==> src/rtl/l2_chan_cfg.svh <==
/* L2 channel widths */

`ifndef L2_CHAN_CFG_SVH
`define L2_CHAN_CFG_SVH

// Byte address and line offset
`define L2_ADDR_BITS 32
`define L2_OFFSET_BITS 4

// Data words and line size in words
`define L2_WORD_BITS 64
`define L2_WORDS_PER_LINE 2

// Requester id of a forwarded request
`define L2_REQ_ID_BITS 4

// Invalidate-ack count carried by responses
`define L2_INVACK_BITS 4

`endif
==> src/rtl/l2_addr_pkg.sv <==
/* L2 address and data types */

`include "l2_chan_cfg.svh"

package l2_addr_pkg;

    // Full byte address
    typedef logic [`L2_ADDR_BITS-1:0] addr_t;

    // Address with the line offset stripped
    typedef logic [`L2_ADDR_BITS-`L2_OFFSET_BITS-1:0] line_addr_t;

    typedef logic [`L2_WORD_BITS-1:0] word_t;

    typedef logic [`L2_WORDS_PER_LINE*`L2_WORD_BITS-1:0] line_t;

    // One bit per word of a line
    typedef logic [`L2_WORDS_PER_LINE-1:0] word_mask_t;

endpackage

==> src/rtl/l2_msg_pkg.sv <==
/* L2 message encodings and channel structs */

`include "l2_chan_cfg.svh"

package l2_msg_pkg;

    import l2_addr_pkg::*;

    typedef logic [1:0] cpu_msg_t;
    typedef logic [4:0] coh_msg_t;
    typedef logic [2:0] hsize_t;
    typedef logic [5:0] amo_t;
    typedef logic [`L2_REQ_ID_BITS-1:0] req_id_t;
    typedef logic [`L2_INVACK_BITS-1:0] invack_cnt_t;

    // CPU request kinds
    localparam cpu_msg_t CPU_READ       = 2'b00;
    localparam cpu_msg_t CPU_READ_ATOM  = 2'b01;
    localparam cpu_msg_t CPU_WRITE      = 2'b10;
    localparam cpu_msg_t CPU_WRITE_ATOM = 2'b11;

    // Access sizes
    localparam hsize_t HSIZE_B  = 3'b000;
    localparam hsize_t HSIZE_HW = 3'b001;
    localparam hsize_t HSIZE_W  = 3'b010;
    localparam hsize_t HSIZE_DW = 3'b011;

    // Requests to the directory
    localparam coh_msg_t REQ_GETS = 5'd0;
    localparam coh_msg_t REQ_GETM = 5'd1;
    localparam coh_msg_t REQ_PUTS = 5'd2;
    localparam coh_msg_t REQ_PUTM = 5'd3;

    // Forwards from the directory
    localparam coh_msg_t FWD_GETS   = 5'd8;
    localparam coh_msg_t FWD_GETM   = 5'd9;
    localparam coh_msg_t FWD_INV    = 5'd10;
    localparam coh_msg_t FWD_PUTACK = 5'd11;

    // Responses
    localparam coh_msg_t RSP_DATA   = 5'd16;
    localparam coh_msg_t RSP_EDATA  = 5'd17;
    localparam coh_msg_t RSP_INVACK = 5'd18;

    typedef struct packed {
        cpu_msg_t cpu_msg;
        hsize_t   hsize;
        logic     hprot;
        addr_t    addr;
        word_t    word;
        amo_t     amo;
        logic     aq;
        logic     rl;
    } cpu_req_t;

    typedef struct packed {
        coh_msg_t   coh_msg;
        line_addr_t addr;
        req_id_t    req_id;
        line_t      line;
        word_mask_t word_mask;
    } fwd_in_t;

    typedef struct packed {
        coh_msg_t    coh_msg;
        line_addr_t  addr;
        line_t       line;
        word_mask_t  word_mask;
        invack_cnt_t invack_cnt;
    } rsp_in_t;

    typedef struct packed {
        coh_msg_t   coh_msg;
        logic       hprot;
        line_addr_t addr;
        line_t      line;
        word_mask_t word_mask;
    } req_out_t;

    typedef struct packed {
        coh_msg_t   coh_msg;
        req_id_t    req_id;
        logic       to_req;
        line_addr_t addr;
        line_t      line;
        word_mask_t word_mask;
    } rsp_out_t;

endpackage

==> src/rtl/l2_channels.sv <==
/* L2 cache channel front end */

`timescale 1ns/10ps

module l2_channels (
    input  logic                    clk,
    input  logic                    rst,

    input  logic                    cpu_req_valid_i,
    output logic                    cpu_req_ready_o,
    input  l2_msg_pkg::cpu_req_t    cpu_req_i,
    output logic                    cpu_req_valid_o,
    input  logic                    cpu_req_ready_i,
    output l2_msg_pkg::cpu_req_t    cpu_req_o,
    input  logic                    set_cpu_req_conflict_i,
    input  logic                    set_cpu_req_from_conflict_i,
    output l2_addr_pkg::addr_t      cpu_req_addr_o,

    input  logic                    fwd_in_valid_i,
    output logic                    fwd_in_ready_o,
    input  l2_msg_pkg::fwd_in_t     fwd_in_i,
    output logic                    fwd_in_valid_o,
    input  logic                    fwd_in_ready_i,
    output l2_msg_pkg::fwd_in_t     fwd_in_o,
    input  logic                    set_fwd_in_stalled_i,
    input  logic                    set_fwd_in_from_stalled_i,
    output l2_addr_pkg::line_addr_t fwd_in_addr_o,

    input  logic                    rsp_in_valid_i,
    output logic                    rsp_in_ready_o,
    input  l2_msg_pkg::rsp_in_t     rsp_in_i,
    output logic                    rsp_in_valid_o,
    input  logic                    rsp_in_ready_i,
    output l2_msg_pkg::rsp_in_t     rsp_in_o,
    output l2_addr_pkg::line_addr_t rsp_in_addr_o,

    input  logic                    flush_valid_i,
    output logic                    flush_ready_o,
    input  logic                    flush_i,
    output logic                    flush_valid_o,
    input  logic                    flush_ready_i,
    output logic                    is_flush_all_o,

    input  logic                    req_out_valid_i,
    output logic                    req_out_ready_o,
    input  l2_msg_pkg::req_out_t    req_out_i,
    output logic                    req_out_valid_o,
    input  logic                    req_out_ready_i,
    output l2_msg_pkg::req_out_t    req_out_o,

    input  logic                    rsp_out_valid_i,
    output logic                    rsp_out_ready_o,
    input  l2_msg_pkg::rsp_out_t    rsp_out_i,
    output logic                    rsp_out_valid_o,
    input  logic                    rsp_out_ready_i,
    output l2_msg_pkg::rsp_out_t    rsp_out_o
);

    import l2_msg_pkg::*;

    // Network and CPU into the controller
    l2_inbound_stage u_inbound (
        .clk                         (clk),
        .rst                         (rst),
        .cpu_req_valid_i             (cpu_req_valid_i),
        .cpu_req_ready_o             (cpu_req_ready_o),
        .cpu_req_i                   (cpu_req_i),
        .cpu_req_valid_o             (cpu_req_valid_o),
        .cpu_req_ready_i             (cpu_req_ready_i),
        .cpu_req_o                   (cpu_req_o),
        .set_cpu_req_conflict_i      (set_cpu_req_conflict_i),
        .set_cpu_req_from_conflict_i (set_cpu_req_from_conflict_i),
        .cpu_req_addr_o              (cpu_req_addr_o),
        .fwd_in_valid_i              (fwd_in_valid_i),
        .fwd_in_ready_o              (fwd_in_ready_o),
        .fwd_in_i                    (fwd_in_i),
        .fwd_in_valid_o              (fwd_in_valid_o),
        .fwd_in_ready_i              (fwd_in_ready_i),
        .fwd_in_o                    (fwd_in_o),
        .set_fwd_in_stalled_i        (set_fwd_in_stalled_i),
        .set_fwd_in_from_stalled_i   (set_fwd_in_from_stalled_i),
        .fwd_in_addr_o               (fwd_in_addr_o),
        .rsp_in_valid_i              (rsp_in_valid_i),
        .rsp_in_ready_o              (rsp_in_ready_o),
        .rsp_in_i                    (rsp_in_i),
        .rsp_in_valid_o              (rsp_in_valid_o),
        .rsp_in_ready_i              (rsp_in_ready_i),
        .rsp_in_o                    (rsp_in_o),
        .rsp_in_addr_o               (rsp_in_addr_o),
        .flush_valid_i               (flush_valid_i),
        .flush_ready_o               (flush_ready_o),
        .flush_i                     (flush_i),
        .flush_valid_o               (flush_valid_o),
        .flush_ready_i               (flush_ready_i),
        .is_flush_all_o              (is_flush_all_o)
    );

    // Coherence requests to the network
    l2_skid_buffer #(.payload_t(req_out_t)) u_req_out_skid (
        .clk     (clk),
        .rst     (rst),
        .valid_i (req_out_valid_i),
        .ready_o (req_out_ready_o),
        .data_i  (req_out_i),
        .valid_o (req_out_valid_o),
        .ready_i (req_out_ready_i),
        .data_o  (req_out_o)
    );

    // Coherence responses to the network
    l2_skid_buffer #(.payload_t(rsp_out_t)) u_rsp_out_skid (
        .clk     (clk),
        .rst     (rst),
        .valid_i (rsp_out_valid_i),
        .ready_o (rsp_out_ready_o),
        .data_i  (rsp_out_i),
        .valid_o (rsp_out_valid_o),
        .ready_i (rsp_out_ready_i),
        .data_o  (rsp_out_o)
    );

endmodule

==> src/rtl/l2_inbound_stage.sv <==
/* L2 inbound channel stage */

`timescale 1ns/10ps

module l2_inbound_stage (
    input  logic                    clk,
    input  logic                    rst,

    input  logic                    cpu_req_valid_i,
    output logic                    cpu_req_ready_o,
    input  l2_msg_pkg::cpu_req_t    cpu_req_i,
    output logic                    cpu_req_valid_o,
    input  logic                    cpu_req_ready_i,
    output l2_msg_pkg::cpu_req_t    cpu_req_o,
    input  logic                    set_cpu_req_conflict_i,
    input  logic                    set_cpu_req_from_conflict_i,
    output l2_addr_pkg::addr_t      cpu_req_addr_o,

    input  logic                    fwd_in_valid_i,
    output logic                    fwd_in_ready_o,
    input  l2_msg_pkg::fwd_in_t     fwd_in_i,
    output logic                    fwd_in_valid_o,
    input  logic                    fwd_in_ready_i,
    output l2_msg_pkg::fwd_in_t     fwd_in_o,
    input  logic                    set_fwd_in_stalled_i,
    input  logic                    set_fwd_in_from_stalled_i,
    output l2_addr_pkg::line_addr_t fwd_in_addr_o,

    input  logic                    rsp_in_valid_i,
    output logic                    rsp_in_ready_o,
    input  l2_msg_pkg::rsp_in_t     rsp_in_i,
    output logic                    rsp_in_valid_o,
    input  logic                    rsp_in_ready_i,
    output l2_msg_pkg::rsp_in_t     rsp_in_o,
    output l2_addr_pkg::line_addr_t rsp_in_addr_o,

    input  logic                    flush_valid_i,
    output logic                    flush_ready_o,
    input  logic                    flush_i,
    output logic                    flush_valid_o,
    input  logic                    flush_ready_i,
    output logic                    is_flush_all_o
);

    import l2_msg_pkg::*;

    cpu_req_t cpu_req_skid;
    cpu_req_t cpu_req_look;
    fwd_in_t  fwd_in_skid;
    fwd_in_t  fwd_in_look;
    rsp_in_t  rsp_in_skid;
    rsp_in_t  rsp_in_q;
    logic     flush_skid;
    logic     is_flush_all_q;

    // CPU requests
    l2_skid_buffer #(.payload_t(cpu_req_t)) u_cpu_req_skid (
        .clk     (clk),
        .rst     (rst),
        .valid_i (cpu_req_valid_i),
        .ready_o (cpu_req_ready_o),
        .data_i  (cpu_req_i),
        .valid_o (cpu_req_valid_o),
        .ready_i (cpu_req_ready_i),
        .data_o  (cpu_req_skid)
    );

    l2_replay_latch #(.msg_t(cpu_req_t)) u_cpu_req_latch (
        .clk         (clk),
        .rst         (rst),
        .load_i      (cpu_req_valid_o && cpu_req_ready_i),
        .save_i      (set_cpu_req_conflict_i),
        .replay_i    (set_cpu_req_from_conflict_i),
        .next_i      (cpu_req_skid),
        .msg_o       (cpu_req_o),
        .lookahead_o (cpu_req_look)
    );

    assign cpu_req_addr_o = cpu_req_look.addr;

    // Forwards
    l2_skid_buffer #(.payload_t(fwd_in_t)) u_fwd_in_skid (
        .clk     (clk),
        .rst     (rst),
        .valid_i (fwd_in_valid_i),
        .ready_o (fwd_in_ready_o),
        .data_i  (fwd_in_i),
        .valid_o (fwd_in_valid_o),
        .ready_i (fwd_in_ready_i),
        .data_o  (fwd_in_skid)
    );

    l2_replay_latch #(.msg_t(fwd_in_t)) u_fwd_in_latch (
        .clk         (clk),
        .rst         (rst),
        .load_i      (fwd_in_valid_o && fwd_in_ready_i),
        .save_i      (set_fwd_in_stalled_i),
        .replay_i    (set_fwd_in_from_stalled_i),
        .next_i      (fwd_in_skid),
        .msg_o       (fwd_in_o),
        .lookahead_o (fwd_in_look)
    );

    assign fwd_in_addr_o = fwd_in_look.addr;

    // Responses
    l2_skid_buffer #(.payload_t(rsp_in_t)) u_rsp_in_skid (
        .clk     (clk),
        .rst     (rst),
        .valid_i (rsp_in_valid_i),
        .ready_o (rsp_in_ready_o),
        .data_i  (rsp_in_i),
        .valid_o (rsp_in_valid_o),
        .ready_i (rsp_in_ready_i),
        .data_o  (rsp_in_skid)
    );

    always_ff @(posedge clk or negedge rst) begin
        if (!rst) begin
            rsp_in_q <= '0;
        end else if (rsp_in_valid_o && rsp_in_ready_i) begin
            rsp_in_q <= rsp_in_skid;
        end
    end

    assign rsp_in_o      = rsp_in_q;
    assign rsp_in_addr_o = rsp_in_skid.addr;

    // Flush requests
    l2_skid_buffer #(.payload_t(logic)) u_flush_skid (
        .clk     (clk),
        .rst     (rst),
        .valid_i (flush_valid_i),
        .ready_o (flush_ready_o),
        .data_i  (flush_i),
        .valid_o (flush_valid_o),
        .ready_i (flush_ready_i),
        .data_o  (flush_skid)
    );

    // Full flush until told otherwise
    always_ff @(posedge clk or negedge rst) begin
        if (!rst) begin
            is_flush_all_q <= 1'b1;
        end else if (flush_valid_o && flush_ready_i) begin
            is_flush_all_q <= flush_skid;
        end
    end

    assign is_flush_all_o = is_flush_all_q;

endmodule

==> src/rtl/l2_replay_latch.sv <==
/* Message register with replay copy */

`timescale 1ns/10ps

module l2_replay_latch #(
    parameter type msg_t = l2_msg_pkg::cpu_req_t
) (
    input  logic clk,
    input  logic rst,
    input  logic load_i,
    input  logic save_i,
    input  logic replay_i,
    input  msg_t next_i,
    output msg_t msg_o,
    output msg_t lookahead_o
);

    msg_t msg_q;
    msg_t saved_q;

    // Replay wins over a fresh load
    assign lookahead_o = replay_i ? saved_q : next_i;

    always_ff @(posedge clk or negedge rst) begin
        if (!rst) begin
            msg_q <= '0;
        end else if (replay_i || load_i) begin
            msg_q <= lookahead_o;
        end
    end

    // Copy of the message that has to wait
    always_ff @(posedge clk) begin
        if (save_i) begin
            saved_q <= msg_q;
        end
    end

    assign msg_o = msg_q;

endmodule

==> src/rtl/l2_skid_buffer.sv <==
/* Bypassable one-entry skid buffer */

`timescale 1ns/10ps

module l2_skid_buffer #(
    parameter type payload_t = logic
) (
    input  logic     clk,
    input  logic     rst,
    input  logic     valid_i,
    output logic     ready_o,
    input  payload_t data_i,
    output logic     valid_o,
    input  logic     ready_i,
    output payload_t data_o
);

    logic     full_q;
    logic     fill;
    payload_t held_q;

    // Accepted but the downstream side is stalled
    assign fill = valid_i && !full_q && !ready_i;

    always_ff @(posedge clk or negedge rst) begin
        if (!rst) begin
            full_q <= 1'b0;
        end else if (ready_i) begin
            full_q <= 1'b0;
        end else if (fill) begin
            full_q <= 1'b1;
        end
    end

    always_ff @(posedge clk) begin
        if (fill) begin
            held_q <= data_i;
        end
    end

    // Upstream ready only looks at the local full flag
    assign ready_o = !full_q;

    assign valid_o = valid_i || full_q;
    assign data_o  = full_q ? held_q : data_i;

endmodule

==> config.mk <==
export PLATFORM = sky130hd
export DESIGN_NAME = l2_channels
export DESIGN_NICKNAME = d
export VERILOG_FILES = /design/src/rtl/l2_addr_pkg.sv /design/src/rtl/l2_msg_pkg.sv /design/src/rtl/l2_channels.sv /design/src/rtl/l2_inbound_stage.sv /design/src/rtl/l2_replay_latch.sv /design/src/rtl/l2_skid_buffer.sv
export VERILOG_INCLUDE_DIRS = /design/src /design/src/rtl
export SDC_FILE = /design/constraint.sdc
export NUM_CORES = 2
export LEC_CHECK = 0
export BUFFER_PORTS_ARGS = -buffer_cell sky130_fd_sc_hd__buf_2
export CAP_MARGIN = 20
export CORE_AREA = 2 2 646 648
export CTS_CLUSTER_DIAMETER = 60
export DETAILED_ROUTE_END_ITERATION = 8
export DIE_AREA = 0 0 648 650
export PLACE_DENSITY = 0.36
export SLEW_MARGIN = 20
export SYNTH_ARGS = -nofsm -noshare
export SYNTH_HDL_FRONTEND = slang
export SYNTH_SLANG_ARGS = --single-unit
==> constraint.sdc <==
create_clock -name clk -period 14.3 [get_ports clk]
set_clock_uncertainty 0.2 [all_clocks]
set_input_delay 0.715 -clock clk [delete_from_list [all_inputs] [get_ports clk]]
set_output_delay 0.715 -clock clk [all_outputs]
set_load 0.05 [all_outputs]
==> run summary <==
Status: finished clean
Final worst path period need: 5.03 ns
Worst setup path class: flop to primary output
Core area: 415000 um^2
Clk pwr share: 0.412
Final hold vios: 0
Share of cells above drive strength 1: 0.390
Synth Area in Adders: 0
TritonCTS Buffers: 213
Final Max Tran Viols: 0
Top-area cell type share of the netlist area: 0.521
Vias in the first global route: 45700
Gr usage total: 0.127
Async SR Flop Fraction: 0.300
Hold crit path type: input pin to flop
Most frequent cell after synthesis: edfxtp_1
EDFF count, synth: 1054
Pre-CTS setup slack: 9.88 ns
Post-route antenna net violation count: 0
MaxCap Viol Count: 0
Synth Register Bits: 1505
Post-synthesis xor/xnor area fraction: 0
Cell variety after synth: 24
Largest family of logic cells by synthesized area: multiplexers
Fin Setup TNS: 0 ns
IO Pins: 1672
H-Tree Depth: 4
Mux cell area share after synthesis: 0.127
Internal cell power: 9.05 mW
Synth warn: 0
Die Ht: 650 um
Max IR drop VDD: 0.102 mV
DRC Markers: 0
Dpl hpwl: 206000 um
Longest Clk Path Bufs: 4
Max Fclk: 199 MHz
Final #Nets: 7255
Port Buffers: 1671
Synth Flop Type: edfxtp_1
# clock sinks: 1505
Register area share after synthesis: 0.707
RSZ-0062 raised after global routing: no
Slew Limit Headroom: 0.311
Sw Ratio: 0.322
Die ar.: 421000 um^2
Total wire length: 280000 um
Combinational power share: 0.194
Sequential power share: 0.394
Slew @ Worst Pin: 1.03 ns
Fill cell count: 44600
Mean Syn Cell Area: 14.9 um^2
Reg clk slew, reported paths: 0.06 ns
Power Density: 148 nW/um^2
DR iter-0 viols: 2480
Yosys top cell by area: edfxtp_1
Number of setup violations in the final report: 0
Remaining Overflow, GRT: 0
Final Cycle Share: 0.352
Simple-gate share of the synthesized area: 0.0636
Initial antenna violation count: 111
Initial Util: 0.146
# rows: 237
Worst skew pair latency: 0.92 ns
Commonest cells in the netlist: edfxtp_1, mux2_2, dfrtp_1
CP max FO: 73
Largest net degree at the start of global routing: 150
Clock Tree Root: clkbuf_16
CTS tree: built
FF+latch area: 43000 um^2
Multi-input gate area: 16000 um^2
Area growth, synth to finish: 48.3%
Post-synth net total: 4879
GP Congestion: 0.910
Compound-cell area share of the yosys netlist: 0.0710
Crit end category: primary output
DR vias/cell: 3.58
Ranking of synthesized cells by area: edfxtp_1, dfrtp_1, mux2_2
Avg WL per Cell: 22.9 um
CTS resizes: 0
CP required: 13.39 ns
Pre-antenna DRT Iters: 5
Critical Path Source Type: flop
P_leak: 34.9 nW
Post-synthesis cell count: 4084
First-pass GRT wire length: 379000 um
Switching pwr: 4.29 mW
Die width: 648 um
Data arrival, critical path: 4.11 ns
Mapped Area: 60800 um^2
Worst Slack Setup Final: 9.27 ns
DR vias: 43800
[flip-flops by register name (all words and copies together) (netlist names), 110 cells and up]
name                               cells
u_inbound.u_cpu_req_skid.held_q      110
u_inbound.u_fwd_in_skid.held_q       167
u_rsp_out_skid.held_q                168
u_inbound.u_fwd_in_latch.saved_q     167
u_inbound.u_fwd_in_latch.msg_o       167
u_req_out_skid.held_q                164
u_inbound.u_cpu_req_latch.saved_q    110
u_inbound.u_cpu_req_latch.msg_o      110
u_inbound.rsp_in_o                   167
u_inbound.u_rsp_in_skid.held_q       167
[metal layers]
layer,vias up,global-route usage,part of all wire
met1,21800,0.126,0.35
met3,461,0.0375,0.072
li1,20000,-,-
met5,-,0,0.00045
met4,20,0.0724,0.062
met2,1518,0.233,0.52
[through the flow]
step | util | cell area (um^2) | power [mW] | std cells | hold slack [ns]
after floorplan | - | 60800 | 6.88 | 4084 | 0.219
after detailed placement | 0.180 | 74700 | 7.76 | 11000 | 0.238
after CTS | 0.217 | 89900 | 13.6 | 12100 | 0.104
after global placement | 0.180 | 74700 | 7.75 | 10900 | 0.231
after global routing | 0.217 | 90100 | 13.9 | 12200 | 0.180
final | 0.217 | 90100 | 13.3 | 12200 | 0.201
[worst max-delay path: stages, from the launching register on]
cell and delay (ns):
dfrtp_4 1.00, buf_12 0.48, buf_4 0.78, mux2_2 0.52, buf_2 0.25
[layout make-up]
| cell class | count | area share |
|---|---|---|
| diodes | 78 | 0.00217 |
| clock buffers | 283 | 0.0651 |
| clock inverters | 114 | 0.0157 |
| inverters | 6 | 0.000250 |
| multi-input cells | 2218 | 0.177 |
| flip-flops and latches | 1505 | 0.477 |
| well taps | 5497 | 0.0763 |
| repair buffers | 2516 | 0.187 |
[logic make-up (layout without fill, tap and decap cells)]
group / count (synthesis) / in the layout
buffers and inverters: 361 / 2919
DFF: 1505 / 1505
and+or+nand+nor: 870 / 870
muxes: 707 / 707
AOI/OAI and AO/OA: 641 / 641
other: 0 / 78
[power by group through the flow]
stage | logic (mW) | clock network [mW] | registers, mW
after detailed placement | 2.41 | 0 | 5.34
after global routing | 2.71 | 5.85 | 5.30
after CTS | 2.63 | 5.70 | 5.26
after global placement | 2.41 | 0 | 5.34
final | 2.58 | 5.50 | 5.26
after floorplan | 0.967 | 0 | 5.91
[timing repair]
item | in CTS | in global routing
hold buffers | 791 | 0
buffers inserted | 0 | 0
endpoints found under the hold margin | 1171 | 0
[layout by cell type, fill, tap and decap left out, types with 46 or more instances in the layout]
master	count
dlygate4sd3_1	791
a211oi_1	217
diode_2	78
o21ai_0	186
mux2_2	508
nor2b_1	223
edfxtp_1	1054
mux2i_1	199
clkbuf_16	215
nand2_1	417
nor2_1	217
buf_4	46
buf_2	1666
o31ai_1	217
dfrtp_1	445
[worst paths after layout]
kind,start,to,cells after the start,slack [ns]
setup / recovery,u_inbound.u_rsp_in_skid.full_q,rsp_in_addr_o[16],4,9.27
hold / removal,set_fwd_in_from_stalled_i,u_inbound.u_fwd_in_latch.msg_o[19],3,0.20
setup reg to reg,u_inbound.u_rsp_in_skid.full_q,u_inbound.u_rsp_in_skid.held_q[122],4,10.23
hold reg to reg,u_inbound.u_fwd_in_latch.msg_o[129],u_inbound.u_fwd_in_latch.saved_q[129],0,0.24
max in group asynchronous,rst,u_inbound.u_cpu_req_latch.msg_o[109],4,11.49
min in group asynchronous,rst,u_inbound.rsp_in_o[45],2,0.31
No activity file was read; power rests on OpenSTA's default activity.
